File: src/design/frv_consts.svh
// --------------------------------------
// Core constants for the memory subsystem
// Functional-unit and micro-op bit positions
// must match the decode stage that feeds s3
// --------------------------------------
`ifndef FRV_CONSTS_SVH
`define FRV_CONSTS_SVH

// Data and address width ---------------
`define FRV_XLEN 32                      // RV32 only

// Functional-unit one-hot (5 bits) -----
`define FRV_FU_LSU 2                     // Load/store unit
`define FRV_FU_CSR 4                     // CSR access

// LSU micro-op bits (5 bits) -----------
`define FRV_LSU_SIGNED 0                 // Sign extend load data
`define FRV_LSU_LOAD   3                 // Load access
`define FRV_LSU_STORE  4                 // Store access

// Width codes in uop[2:1]
`define FRV_LSU_BYTE 2'b01
`define FRV_LSU_HALF 2'b10
`define FRV_LSU_WORD 2'b11

`endif
File: src/design/frv_pkg.sv
// --------------------------------------
// Shared types of the memory subsystem
// s4 operand A is a union: operand word or
// byte strobe of a memory operation
// --------------------------------------
`include "frv_consts.svh"

package frv_pkg;

    // Stage 3 operation, 114 bits
    typedef struct packed {
        logic [4:0]           rd;        // Destination register
        logic [`FRV_XLEN-1:0] opr_a;     // Address for memory ops
        logic [`FRV_XLEN-1:0] opr_b;     // Store data for memory ops
        logic [4:0]           uop;       // Micro-op
        logic [4:0]           fu;        // Functional unit one-hot
        logic                 trap;      // Earlier trap
        logic [1:0]           size;      // Instruction size
        logic [31:0]          instr;     // Instruction word
    } s3_op_t;

    // Operand A seen as the strobe of an access
    typedef struct packed {
        logic [`FRV_XLEN-5:0] pad;       // Always zero
        logic [3:0]           strb;      // Byte lanes of the access
    } s4_lsu_opr_t;

    typedef union packed {
        logic [`FRV_XLEN-1:0] word;      // Pass-through operand
        s4_lsu_opr_t          lsu;       // Memory op view
    } s4_opr_a_u;

    // Stage 4 operation, opr_b is the address for memory ops
    typedef struct packed {
        logic [4:0]           rd;
        s4_opr_a_u            opr_a;
        logic [`FRV_XLEN-1:0] opr_b;
        logic [4:0]           uop;
        logic [4:0]           fu;
        logic                 trap;      // Includes alignment error
        logic [1:0]           size;
        logic [31:0]          instr;
    } s4_op_t;

    typedef struct packed {
        logic                 wen;       // Store
        logic [3:0]           strb;      // Byte enables
        logic [`FRV_XLEN-1:0] wdata;     // Lane-replicated data
        logic [`FRV_XLEN-1:0] addr;      // Byte address
    } dmem_req_t;

    typedef struct packed {
        logic [4:0]           rd;
        logic [`FRV_XLEN-1:0] wdata;
        logic                 trap;
        logic [31:0]          instr;
    } wb_t;

    typedef struct packed {
        logic [4:0]           rd;        // Stage 3 destination
        logic [`FRV_XLEN-1:0] wdata;     // Stage 3 operand A
        logic                 load;      // Load in stage 3
        logic                 csr;       // CSR op in stage 3
    } fwd_t;

endpackage

File: src/design/frv_mem_subsys.sv
// --------------------------------------
// Memory subsystem top
// s3 memory stage, s3/s4 register and s4
// response stage; at most 3 ops in flight
// --------------------------------------
`timescale 1ns/10ps

module frv_mem_subsys (
    input  logic                g_clk,
    input  logic                rst,
    input  logic                flush,        // Empty the s4 register
    input  logic                hold_lsu_req,
    input  frv_pkg::s3_op_t     s3_op,
    input  logic                s3_valid,
    output logic                s3_busy,
    output frv_pkg::fwd_t       fwd,
    output logic                dmem_req,
    output frv_pkg::dmem_req_t  dmem,
    input  logic                dmem_gnt,
    input  logic                dmem_recv,
    input  logic [31:0]         dmem_rdata,
    output frv_pkg::wb_t        wb,
    output logic                wb_valid,
    input  logic                wb_busy
);

    import frv_pkg::*;

    localparam int S4_LEN = $bits(s4_op_t);   // 114

    s4_op_t n_s4_op;                          // Into the register
    s4_op_t s4_op;                            // Out of the register
    logic   p_valid;
    logic   p_busy;
    logic   s4_valid;
    logic   s4_busy;

    frv_pipeline_memory u_mem (
        .g_clk        (g_clk),
        .rst          (rst),
        .hold_lsu_req (hold_lsu_req),
        .s3_op        (s3_op),
        .s3_valid     (s3_valid),
        .s3_busy      (s3_busy),
        .p_busy       (p_busy),
        .p_valid      (p_valid),
        .n_s4_op      (n_s4_op),
        .fwd          (fwd),
        .dmem_req     (dmem_req),
        .dmem         (dmem),
        .dmem_gnt     (dmem_gnt)
    );

    frv_pipeline_register #(.RLEN(S4_LEN)) u_s4_reg (
        .g_clk   (g_clk),
        .rst     (rst),
        .flush   (flush),
        .i_data  (n_s4_op),
        .i_valid (p_valid),
        .o_busy  (p_busy),
        .o_data  (s4_op),
        .o_valid (s4_valid),
        .i_busy  (s4_busy)
    );

    frv_load_response u_resp (
        .g_clk      (g_clk),
        .rst        (rst),
        .s4_op      (s4_op),
        .s4_valid   (s4_valid),
        .s4_busy    (s4_busy),
        .dmem_recv  (dmem_recv),
        .dmem_rdata (dmem_rdata),
        .wb         (wb),
        .wb_valid   (wb_valid),
        .wb_busy    (wb_busy)
    );

endmodule

File: src/design/frv_load_response.sv
// --------------------------------------
// Response stage (s4)
// Untrapped memory ops wait for dmem_recv;
// a response during wb back-pressure is
// buffered until the wb register drains
// --------------------------------------
`timescale 1ns/10ps
`include "frv_consts.svh"

module frv_load_response (
    input  logic                  g_clk,
    input  logic                  rst,
    input  frv_pkg::s4_op_t       s4_op,
    input  logic                  s4_valid,
    output logic                  s4_busy,
    input  logic                  dmem_recv,    // One pulse per granted op
    input  logic [`FRV_XLEN-1:0]  dmem_rdata,
    output frv_pkg::wb_t          wb,
    output logic                  wb_valid,
    input  logic                  wb_busy
);

    import frv_pkg::*;

    logic                 fu_lsu;
    logic                 mem_op;               // Needs a response
    logic                 got_resp;             // Response buffered
    logic                 resp_ok;
    logic                 wb_stall;
    logic                 wb_load;              // Move s4 into wb
    logic [`FRV_XLEN-1:0] rdata_q;
    logic [`FRV_XLEN-1:0] rdata_sel;
    logic [`FRV_XLEN-1:0] shifted;
    logic [`FRV_XLEN-1:0] load_data;
    logic [1:0]           byte_off;
    logic                 sgn;
    wb_t                  wb_next;

    // Flow control -----------------------
    assign fu_lsu   = s4_op.fu[`FRV_FU_LSU];
    assign mem_op   = s4_valid && fu_lsu && !s4_op.trap;
    assign resp_ok  = !mem_op || got_resp || dmem_recv;
    assign wb_stall = wb_valid && wb_busy;
    assign wb_load  = s4_valid && resp_ok && !wb_stall;
    assign s4_busy  = s4_valid && !wb_load;

    always_ff @(posedge g_clk) begin
        if (rst) begin
            got_resp <= 1'b0;
        end else if (wb_load) begin
            got_resp <= 1'b0;
        end else if (dmem_recv && mem_op) begin
            got_resp <= 1'b1;                   // wb still busy
        end
    end

    always_ff @(posedge g_clk) begin
        if (dmem_recv) begin
            rdata_q <= dmem_rdata;
        end
    end

    assign rdata_sel = got_resp ? rdata_q : dmem_rdata;

    // Lane select and extension ----------
    always_comb begin
        if (s4_op.opr_a.lsu.strb[0]) begin
            byte_off = 2'd0;
        end else if (s4_op.opr_a.lsu.strb[1]) begin
            byte_off = 2'd1;
        end else if (s4_op.opr_a.lsu.strb[2]) begin
            byte_off = 2'd2;
        end else begin
            byte_off = 2'd3;
        end
    end

    assign shifted = rdata_sel >> {byte_off, 3'b000};
    assign sgn     = s4_op.uop[`FRV_LSU_SIGNED];

    always_comb begin
        case (s4_op.uop[2:1])
            `FRV_LSU_BYTE: load_data = {{24{sgn && shifted[7]}}, shifted[7:0]};
            `FRV_LSU_HALF: load_data = {{16{sgn && shifted[15]}}, shifted[15:0]};
            default:       load_data = rdata_sel;
        endcase
    end

    always_comb begin
        wb_next.rd    = s4_op.rd;
        wb_next.trap  = s4_op.trap;
        wb_next.instr = s4_op.instr;
        if (fu_lsu) begin
            wb_next.wdata = (s4_op.uop[`FRV_LSU_LOAD] && !s4_op.trap) ? load_data : '0;
        end else begin
            wb_next.wdata = s4_op.opr_a.word;   // Non-memory result
        end
    end

    // Writeback register -----------------
    always_ff @(posedge g_clk) begin
        if (rst) begin
            wb_valid <= 1'b0;
        end else if (!wb_stall) begin
            wb_valid <= wb_load;
        end
    end

    always_ff @(posedge g_clk) begin
        if (wb_load) begin
            wb <= wb_next;
        end
    end

endmodule

File: src/design/frv_pipeline_memory.sv
// --------------------------------------
// Memory stage (s3)
// Memory ops stall until granted; trapped
// ops pass through with no request
// Forwarding reflects the current s3 item
// --------------------------------------
`timescale 1ns/10ps
`include "frv_consts.svh"

module frv_pipeline_memory (
    input  logic                g_clk,
    input  logic                rst,
    input  logic                hold_lsu_req,
    input  frv_pkg::s3_op_t     s3_op,
    input  logic                s3_valid,
    output logic                s3_busy,
    input  logic                p_busy,       // Pipeline register full
    output logic                p_valid,      // Load the register
    output frv_pkg::s4_op_t     n_s4_op,      // Next s4 payload
    output frv_pkg::fwd_t       fwd,
    output logic                dmem_req,
    output frv_pkg::dmem_req_t  dmem,
    input  logic                dmem_gnt
);

    logic fu_lsu;                             // Memory op
    logic fu_csr;
    logic lsu_valid;
    logic lsu_ready;
    logic lsu_a_error;
    logic pipe_prog;                          // s3 item accepted

    // Stall control ----------------------
    assign fu_lsu    = s3_op.fu[`FRV_FU_LSU];
    assign fu_csr    = s3_op.fu[`FRV_FU_CSR];
    assign lsu_valid = s3_valid && fu_lsu && !s3_op.trap;

    assign s3_busy   = p_busy || (lsu_valid && !lsu_ready);
    assign p_valid   = s3_valid && !s3_busy;
    assign pipe_prog = p_valid;

    // Load/store unit --------------------
    frv_lsu u_lsu (
        .g_clk        (g_clk),
        .rst          (rst),
        .lsu_valid    (lsu_valid),
        .pipe_prog    (pipe_prog),
        .hold_lsu_req (hold_lsu_req),
        .lsu_op       (s3_op),
        .dmem_gnt     (dmem_gnt),
        .lsu_ready    (lsu_ready),
        .lsu_a_error  (lsu_a_error),
        .dmem_req     (dmem_req),
        .dmem         (dmem)
    );

    // Next s4 payload --------------------
    always_comb begin
        n_s4_op.rd    = s3_op.rd;
        n_s4_op.uop   = s3_op.uop;
        n_s4_op.fu    = s3_op.fu;
        n_s4_op.trap  = s3_op.trap || lsu_a_error;   // Misaligned traps here
        n_s4_op.size  = s3_op.size;
        n_s4_op.instr = s3_op.instr;
        if (fu_lsu) begin
            n_s4_op.opr_a.lsu.pad  = '0;
            n_s4_op.opr_a.lsu.strb = dmem.strb;      // Lane select for s4
            n_s4_op.opr_b          = s3_op.opr_a;    // Access address
        end else begin
            n_s4_op.opr_a.word     = s3_op.opr_a;
            n_s4_op.opr_b          = s3_op.opr_b;
        end
    end

    // Forwarding -------------------------
    assign fwd.rd    = s3_op.rd;
    assign fwd.wdata = s3_op.opr_a;
    assign fwd.load  = s3_valid && fu_lsu && s3_op.uop[`FRV_LSU_LOAD];
    assign fwd.csr   = s3_valid && fu_csr;

endmodule

File: src/design/frv_lsu.sv
// --------------------------------------
// Load/store request unit
// One granted request per op; misaligned
// half/word accesses never reach memory
// Request drops while hold_lsu_req is high
// --------------------------------------
`timescale 1ns/10ps
`include "frv_consts.svh"

module frv_lsu (
    input  logic                g_clk,
    input  logic                rst,
    input  logic                lsu_valid,    // Untrapped memory op in s3
    input  logic                pipe_prog,    // s3 item accepted
    input  logic                hold_lsu_req, // Suppress requests
    input  frv_pkg::s3_op_t     lsu_op,
    input  logic                dmem_gnt,
    output logic                lsu_ready,    // Op may leave s3
    output logic                lsu_a_error,  // Misaligned access
    output logic                dmem_req,
    output frv_pkg::dmem_req_t  dmem
);

    logic [`FRV_XLEN-1:0] addr;               // Byte address
    logic [`FRV_XLEN-1:0] sdata;              // Raw store data
    logic [1:0]           width;              // uop[2:1]
    logic                 is_byte;
    logic                 is_half;
    logic                 is_word;
    logic                 done;               // Already granted
    logic [3:0]           strb;

    // Decode -----------------------------
    assign addr    = lsu_op.opr_a;
    assign sdata   = lsu_op.opr_b;
    assign width   = lsu_op.uop[2:1];
    assign is_byte = (width == `FRV_LSU_BYTE);
    assign is_half = (width == `FRV_LSU_HALF);
    assign is_word = (width == `FRV_LSU_WORD);

    assign lsu_a_error = lsu_valid &&
                         ((is_half && addr[0]) || (is_word && |addr[1:0]));

    // Request handshake ------------------
    assign dmem_req  = lsu_valid && !lsu_a_error && !done && !hold_lsu_req;
    assign lsu_ready = lsu_valid && (lsu_a_error || done || (dmem_req && dmem_gnt));

    always_ff @(posedge g_clk) begin
        if (rst) begin
            done <= 1'b0;
        end else if (pipe_prog) begin
            done <= 1'b0;                     // Next op starts fresh
        end else if (dmem_req && dmem_gnt) begin
            done <= 1'b1;                     // Granted, s3 still stalled
        end
    end

    // Strobe and lane placement ----------
    always_comb begin
        if (is_byte) begin
            strb = 4'b0001 << addr[1:0];
        end else if (is_half) begin
            strb = 4'b0011 << addr[1:0];
        end else begin
            strb = 4'b1111;                   // Word or unknown width
        end
    end

    always_comb begin
        dmem.wen  = lsu_op.uop[`FRV_LSU_STORE];
        dmem.strb = strb;
        dmem.addr = addr;
        if (is_byte) begin
            dmem.wdata = {4{sdata[7:0]}};     // Every lane
        end else if (is_half) begin
            dmem.wdata = {2{sdata[15:0]}};
        end else begin
            dmem.wdata = sdata;
        end
    end

endmodule

File: src/design/frv_pipeline_register.sv
// --------------------------------------
// One-entry valid/busy pipeline register
// Flush drops the held item next cycle
// No bypass, so one bubble-free slot only
// --------------------------------------
`timescale 1ns/10ps

module frv_pipeline_register #(
    parameter int RLEN = 114                 // Payload width
) (
    input  logic            g_clk,
    input  logic            rst,
    input  logic            flush,           // Empty the register
    input  logic [RLEN-1:0] i_data,          // From stage N
    input  logic            i_valid,
    output logic            o_busy,          // Back to stage N
    output logic [RLEN-1:0] o_data,          // To stage N+1
    output logic            o_valid,
    input  logic            i_busy           // From stage N+1
);

    logic load;                              // Take a new item

    // Busy only while full and not draining
    assign o_busy = o_valid && i_busy;
    assign load   = i_valid && !o_busy;

    // Control ----------------------------
    always_ff @(posedge g_clk) begin
        if (rst || flush) begin
            o_valid <= 1'b0;
        end else if (!o_busy) begin
            o_valid <= i_valid;              // Drain or refill
        end
    end

    // Payload ----------------------------
    always_ff @(posedge g_clk) begin
        if (load) begin
            o_data <= i_data;
        end
    end

endmodule

File: config.mk
export PLATFORM = sky130hd
export DESIGN_NAME = frv_mem_subsys
export DESIGN_NICKNAME = d
export VERILOG_FILES = /design/src/design/frv_pkg.sv /design/src/design/frv_mem_subsys.sv /design/src/design/frv_load_response.sv /design/src/design/frv_pipeline_memory.sv /design/src/design/frv_lsu.sv /design/src/design/frv_pipeline_register.sv
export VERILOG_INCLUDE_DIRS = /design/src /design/src/design
export SDC_FILE = /design/constraint.sdc
export NUM_CORES = 1
export LEC_CHECK = 0
export BUFFER_PORTS_ARGS = -buffer_cell sky130_fd_sc_hd__buf_4
export CAP_MARGIN = 20
export CORE_ASPECT_RATIO = 0.75
export CORE_MARGIN = 10
export CORE_UTILIZATION = 25
export CTS_BUF_LIST = sky130_fd_sc_hd__clkbuf_16
export CTS_CLUSTER_SIZE = 12
export DETAILED_ROUTE_END_ITERATION = 10
export PLACE_DENSITY = 0.44
export SKIP_CTS_REPAIR_TIMING = 1
export SLEW_MARGIN = 20
export SYNTH_ARGS = -nofsm -noshare
export SYNTH_HDL_FRONTEND = slang
export SYNTH_SLANG_ARGS = --single-unit
export TNS_END_PERCENT = 100
File: constraint.sdc
create_clock -name g_clk -period 8.4 [get_ports g_clk]
set_clock_uncertainty 0.15 [all_clocks]
set_input_delay 1.26 -clock g_clk [delete_from_list [all_inputs] [get_ports g_clk]]
set_output_delay 1.26 -clock g_clk [all_outputs]
set_load 0.1 [all_outputs]
==> Yosys cells after proc, flatten, opt, wreduce, memory -nomap -nowiden <==
Cells that the tools add are included.
{ "totals": {"register_bits": 220, "elab_cells": 79, "in_bits": 154} }
{ "classes": {"shifts": 3, "n_reduce_logical": 48, "n_eq_ne": 5, "mux": 12} }
{ "op_table": {"columns": ["operator", "n"], "rows": [
  ["$mux 32", 5],
  ["$pmux 32 s2", 1],
  ["$mux 36", 1],
  ["$shr 32x5->16", 1],
  ["$logic_and 1x1->1", 26],
  ["$logic_not 1->1", 11],
  ["$logic_or 1x1->1", 8],
  ["$mux 4", 2],
  ["$eq 2x2->1 const B", 3],
  ["$reduce_or 2->1", 3],
  ["$eq 2x1->1 const B", 2],
  ["$mux 2", 2],
  ["$shl 1x2->4 const A", 1],
  ["$shl 2x2->4 const A", 1],
  ["$mux 1", 1]
]} }

==> Depth between registers and ports, before layout <==
Gate-level depths: netlist of the first run.
{ "depth": {"depth_word": 17, "ltp_mapped": 9} }

==> Cells and area by module <==
A second synthesis of the first run with hierarchy kept.
{ "hier_totals": {"cells_unflattened": 736, "hier_area_um2": 10701.5} }
{ "modules_own_cells": {"columns": ["module", "n_inst", "cells_each", "area_each_um2"], "rows": [
  ["frv_load_response", 1, 308, 4685.7],
  ["frv_pipeline_register", 1, 119, 3470.8],
  ["frv_pipeline_memory", 1, 167, 1495.2],
  ["frv_lsu", 1, 142, 1049.8]
]} }

==> Least setup slack after synthesis of the first run <==
Ideal clock, no wire load.
{ "synth_path": {"path_type": "in2reg", "start": "in wb_busy", "end": "reg u_s4_reg.o_data[0], enable pin", "required_ps": 7808, "arrival_time_ps": 5376, "setup_slack_ps": 2432, "setup_ps": 442, "stages": 4, "n_path_buf": 0, "cell_sequence": "nand2_1 -> o311a_1 -> nand2b_4 -> and3_1"} }
{ "synth_between": {"elab_chain_cells": 10, "word_cells_on_any_way": 11, "classes_between": "reduce/logical (11)"} }
{ "synth_lines": {"columns": ["item", "line", "text"], "rows": [
  ["start, declared", "frv_mem_subsys.sv:24", "input logic wb_busy"],
  ["$logic_and 1x1->1 *", "frv_load_response.sv:43", "assign wb_stall = wb_valid && wb_busy;"],
  ["$logic_not 1->1 *", "frv_load_response.sv:44", "assign wb_load = s4_valid && resp_ok && !wb_stall;"],
  ["$logic_and 1x1->1 *", "frv_load_response.sv:44", null],
  ["via u_resp.wb_load", "frv_load_response.sv:30", "logic wb_load;"],
  ["$logic_not 1->1 *", "frv_load_response.sv:45", "assign s4_busy = s4_valid && !wb_load;"],
  ["$logic_and 1x1->1 *", "frv_load_response.sv:45", null],
  ["$logic_and 1x1->1 *", "frv_pipeline_register.sv:25", "assign o_busy = o_valid && i_busy;"],
  ["$logic_or 1x1->1", "frv_pipeline_memory.sv:38", "assign s3_busy = p_busy || (lsu_valid && !lsu_ready);"],
  ["$logic_not 1->1", "frv_pipeline_memory.sv:39", "assign p_valid = s3_valid && !s3_busy;"],
  ["$logic_and 1x1->1", "frv_pipeline_memory.sv:39", null],
  ["$logic_and 1x1->1 *", "frv_pipeline_register.sv:26", "assign load = i_valid && !o_busy;"],
  ["via u_s4_reg.load", "frv_pipeline_register.sv:22", "logic load;"],
  ["end signal, assigned", "frv_pipeline_register.sv:40", "o_data <= i_data;"],
  ["end, declared", "frv_pipeline_register.sv:17", "output logic [RLEN-1:0] o_data,"]
]} }
Mark *: on every way through the listed nets, which the timed path passes. The rest lies on a longest branch.
A chain may end at the register's enable or synchronous reset.

==> results of run 1 <==
==> path summary, 6_finish.rpt <==
check                                                    from                       to  cells after the start
worst min-delay path            u_s4_reg.o_data[16]$_DFFE_PP_  u_resp.wb[16]$_DFFE_PP_                      0
worst max register to register   u_resp.got_resp$_SDFFE_PP0P_  u_resp.wb[59]$_DFFE_PP_                      6
worst max-delay path                                s3_op[41]                 dmem[64]                      5
worst min register to register  u_s4_reg.o_data[16]$_DFFE_PP_  u_resp.wb[16]$_DFFE_PP_                      0
==> logic make-up (layout without fill, tap and decap cells) <==
logic type / count (synthesis) / after routing / share of synthesized area [%]
AO/OA/AOI/OAI: 97 / 97 / 8.36
adder cells (fa/ha/maj): 6 / 6 / 0.894
buffers and inverters: 113 / 372 / 8.88
flip-flops: 181 / 181 / 64.2
multiplexers: 57 / 57 / 8.18
other: 0 / 1 / 0
AND/OR/NAND/NOR: 155 / 155 / 9.46
==> registers in the layout (all words and copies together) (netlist names) <==
| name | flops |
|---|---|
| u_resp.rdata_q | 32 |
| u_mem.u_lsu.done | 1 |
| u_s4_reg.o_valid | 1 |
| u_resp.wb | 70 |
| u_resp.wb_valid | 1 |
| u_s4_reg.o_data | 75 |
| u_resp.got_resp | 1 |
==> cell usage in the layout (no fill, tap or decap), types with 4 or more instances in the layout <==
cell       instances
o221ai_1           7
edfxtp_1         177
o2bb2ai_1         17
clkbuf_16         17
nand2b_1           5
nand2_1           49
nor2_1            26
buf_4            331
mux2_2            19
ha_1               6
inv_1              8
a211oi_1          16
and2_1            11
mux2i_1           30
a21oi_1           34
o22ai_1            7
inv_6              4
mux4_2             7
nor2b_1           49
==> layer usage <==
layer / track usage [%] / vias to the layer above / share of wire (%)
li1: - / 2680 / -
met1: 17.7 / 2744 / 45
met2: 21.4 / 163 / 49
met3: 3.94 / 12 / 5.2
met4: 2.83 / 0 / 0.89
met5: 0 / - / 0
==> critical path: stages <==
cell	delay (ns)
buf_4	0.23
nor2b_1	0.62
nor2_2	0.24
or2_2	0.35
buf_4	0.24
==> stage by stage <==
| stage | area [sq um] | setup slack (ns) | std cells |
|---|---|---|---|
| 5_1_grt | 11300 | 3.87 | 1319 |
| 2_1_floorplan | 8400 | 2.43 | 609 |
| 6_report | 11300 | 4.04 | 1319 |
| 4_1_cts | 11300 | 4.05 | 1318 |
| 3_5_place_dp | 10800 | 4.05 | 1286 |
| 3_3_place_gp | 10800 | 4.02 | 1286 |
==> final cells by class <==
cell class | count | area share, %
diodes | 1 | 0.0221
inverters | 9 | 0.298
multi-input cells | 315 | 20.1
clock buffers | 17 | 3.75
repair buffers | 331 | 21.9
clock inverters | 15 | 1.36
well taps | 450 | 4.97
flip-flops and latches | 181 | 47.6
==> report_power, final <==
| group | internal [mW] | total, mW | switching, mW | leakage, nW |
|---|---|---|---|---|
| Clock | 0.441 | 0.799 | 0.358 | 0.289 |
| Sequential | 1.05 | 1.07 | 0.0189 | 1.72 |
| Combinational | 0.147 | 0.608 | 0.461 | 2.42 |
==> run summary, run 1 <==
Run status - finished, final reports clean
Share of layout cells above drive strength 1 - 46.1%
Arrival time worst endpoint - 2.95 ns
Drt first pass iters - 5
Vias per cell - 4.24
Hold Path Class - register to register
Hold Worst Slack - 0.268 ns
Worst-path fanout max - 22
WL/cell - 21.5 um
Worst EP required - 6.99 ns
Distinct cells, synth - 50
DRC Markers - 0
CTS Buf Count - 17
FF/Latch Area - 5400 sq um
Core outline area - 33300 sq um
Largest cells by area after synthesis - edfxtp_1 (63%), buf_4 (7.0%), nor2b_1 (3.6%)
Crit start category - input pin
Largest net degree at the start of global routing - 72
Number of synthesized flops with an enable pin - 177
Most common cell in the synthesized netlist - edfxtp_1
Setup TNS - 0 ns
Async S/R FF share, synth - 0%
Port bufs - 327
# Max-Cap Violations - 0
Register area share after synthesis - 64.2%
Fin crit share - 51.9%
Antenna-violating nets left - 0
CTS max path bufs - 2
Syn. warnings - 0
RSZ-0062 raised after global routing - no
Multi-input combinational cell area - 2270 sq um
Die Wd - 232 um
Yosys top cell area share - 63.3%
Final core utilization - 34.0%
Reg clk slew, reported paths - 0.07 ns
Clk_lat worst skew - 0.44 ns
Gpl congestion - 0.790
Fmax - 229 MHz
Post-synth top flop - edfxtp_1
TritonCTS clock tree - done
Reg-to-reg setup timing slack - 5.24 ns
Row cnt - 58
CTS Root Cell - clkbuf_16
Max-slew violation count - 0
Worst Setup End Kind - output pin
Initial antenna violation count - 1
Via count - 5599
Top post-synthesis cells by count - edfxtp_1 (177), buf_4 (78), nand2_1 (49), nor2b_1 (49), a21oi_1 (34)
Yosys top cell by area - edfxtp_1
PwrDens - 219 nW/um^2
Starting DRT DRC Count - 277
DRT Wirelength - 28400 um
Global route overflow - 0
Starting Density - 25.2%
Minimum clock period - 4.36 ns
CTS sink count - 181
Gr usage total - 13.4%
DIE HEIGHT - 179 um
Lkg Pwr - 4.43 nW
Kind of critical path - input pin to output pin
HPWL Detailed - 21600 um
I/O Pins - 335
Die ar. - 41400 sq um
Max VDD drop - 0.130 mV
Vias in the first global route - 5901
Worst rel slew slack - 28.2%
First-pass GRT wire length - 40500 um
Cell count after synthesis - 609
Worst Max-Slew Pin Slew - 1.08 ns
# setup viols final - 0
Area Growth Syn to Fin - 34.9%
Final Hold Fails - 0
Final-layout fill cell count - 3314
Seq cells post-synth - 181
Syn nets - 769
Final #Nets - 1015
Syn avg cell area - 13.8 sq um
Final Total Pwr - 2.48 mW
Syn Std Cell Area - 8400 sq um
H-tree depth - 4
(Power assumes the default switching activity.)
==> run 2, diff against run 1 <==
==> constraint.sdc (replaced) <==
create_clock -name g_clk -period 4.4 [get_ports g_clk]
set_clock_uncertainty 0.15 [all_clocks]
set_input_delay 0.66 -clock g_clk [delete_from_list [all_inputs] [get_ports g_clk]]
set_output_delay 0.66 -clock g_clk [all_outputs]
set_load 0.1 [all_outputs]
==> run summary, run 2 (synthesis gave the netlist of run 1 again) <==
TritonCTS clock tree - done
CTS Root Cell - clkbuf_16
Delay of the slowest critical-path stage - 0.46 ns
# setup viols final - 0
Run status - finished, final reports clean
Global route overflow - 0
Worst Max-Slew Pin Slew - 0.872 ns
Critical-path cell list - buf_4, inv_1, ha_1, nor2b_1, o21ai_0, nand4_1, nand2b_1, nand2_1, buf_4
Fmax - 308 MHz
Largest net degree at the start of global routing - 40
Area Growth Syn to Fin - 35.2%
Worst path most repeated cell - buf_4
Row cnt - 58
Gr usage total - 13.2%
Die Wd - 232 um
Number of diodes - 0
WL/cell - 21.4 um
Final-layout fill cell count - 3329
Vias per cell - 4.20
Worst Reg-to-Reg Cells - 5
First-pass GRT wire length - 39900 um
I/O Pins - 335
Reg-to-reg setup timing slack - 1.58 ns
CP Buf/Inv Count - 3
CTS Buf Count - 17
Max reg flops - 75
Hold path endpoint - u_s4_reg.o_valid$_SDFFE_PP0N_
Multi-input combinational cell area - 2270 sq um
Share of layout cells above drive strength 1 - 46.2%
HPWL Detailed - 21800 um
Reg-to-reg startpoint - u_s4_reg.o_data[37]$_DFFE_PP_
Largest registers - u_s4_reg.o_data (75), u_resp.wb (70), u_resp.rdata_q (32)
Minimum clock period - 3.24 ns
Crit start category - input pin
Hold Path Class - input pin to register
Vias in the first global route - 5919
Final instance area - 11400 sq um
DRC Markers - 0
Top reg by flops - u_s4_reg.o_data
Worst EP required - 3.59 ns
Setup TNS - 0 ns
Port bufs - 327
Antenna-violating nets left - 0
Final Hold Fails - 0
H-tree depth - 4
Starting Density - 25.2%
Lkg Pwr - 4.44 nW
Initial antenna violation count - 0
DIE HEIGHT - 179 um
Die ar. - 41400 sq um
Worst Setup End Kind - output pin
Max VDD drop - 0.239 mV
Worst rel slew slack - 41.5%
Starting DRT DRC Count - 304
Most common cell after layout, fill and taps aside - buf_4
Most frequent cells in the layout - buf_4 (332), edfxtp_1 (177), nand2_1 (49), nor2b_1 (49), a21oi_1 (34)
FF/Latch Area - 5400 sq um
Crit path depth - 9
Final #Nets - 1017
Hold Path Origin - flush
CTS max path bufs - 2
Core outline area - 33300 sq um
Family with the most delay on the worst path - buffers and inverters
DRT Wirelength - 28300 um
RSZ-0062 raised after global routing - no
Drt first pass iters - 4
Reg clk slew, reported paths - 0.07 ns
PwrDens - 418 nW/um^2
Placed Area - 10800 sq um
Gpl congestion - 0.763
Fin crit share - 73.7%
# Max-Cap Violations - 0
Via count - 5549
CTS sink count - 181
Worst-path fanout max - 6
Max-slew violation count - 0
Kind of critical path - input pin to output pin
Clk_lat worst skew - 0.44 ns
Arrival time worst endpoint - 2.43 ns
Hold Crit Depth - 2
Final core utilization - 34.1%
Reg-to-Reg End - u_resp.wb[36]$_DFFE_PP_
Critical path's slowest cell - o21ai_0
run 2: cell count changes in the layout (fill, tap and decap cells not counted), sizes merged:
| cell | delta |
|---|---|
| diode | -1 |
| clkinv | +1 |
| inv | -1 |
| buf | +2 |
run 2: power by group:
| group | internal [mW] | switching, mW |
|---|---|---|
| clock | 0.840 | 0.688 |
| combinational | 0.284 | 0.880 |
| sequential | 2.01 | 0.0368 |
run 2: final cells by class:
cell class	count	area share, %
clock buffers	17	3.75
clock inverters	15	1.33
inverters	9	0.297
multi-input cells	315	20.0
flip-flops and latches	181	47.5
well taps	450	4.96
repair buffers	333	22.1
run 2: how the worst max path moves through the flow:
stage          endpoint      start
2_1_floorplan  dmem[61]  s3_op[42]
3_3_place_gp   dmem[64]  s3_op[41]
3_5_place_dp   dmem[64]  s3_op[41]
4_1_cts        dmem[64]  s3_op[41]
5_1_grt         s3_busy  s3_op[78]
6_report        s3_busy  s3_op[78]
run 2: stage by stage:
stage          hold WS (ns)  power (mW)  worst slack [ns]  cells
4_1_cts               0.186        4.81              1.17   1320
3_5_place_dp          0.255        3.26              1.17   1288
2_1_floorplan         0.250        2.95             0.538    609
6_report              0.216        4.74              1.16   1320
3_3_place_gp          0.250        3.26              1.20   1288
5_1_grt               0.188        4.92             0.985   1320
run 2: per-layer routing:
layer / vias up / global-route usage (%) / share of wire (%)
met4: 0 / 2.93 / 0.94
li1: 2682 / - / -
met3: 17 / 3.56 / 4.6
met5: - / 0 / 0
met2: 149 / 22.0 / 50
met1: 2701 / 16.8 / 44
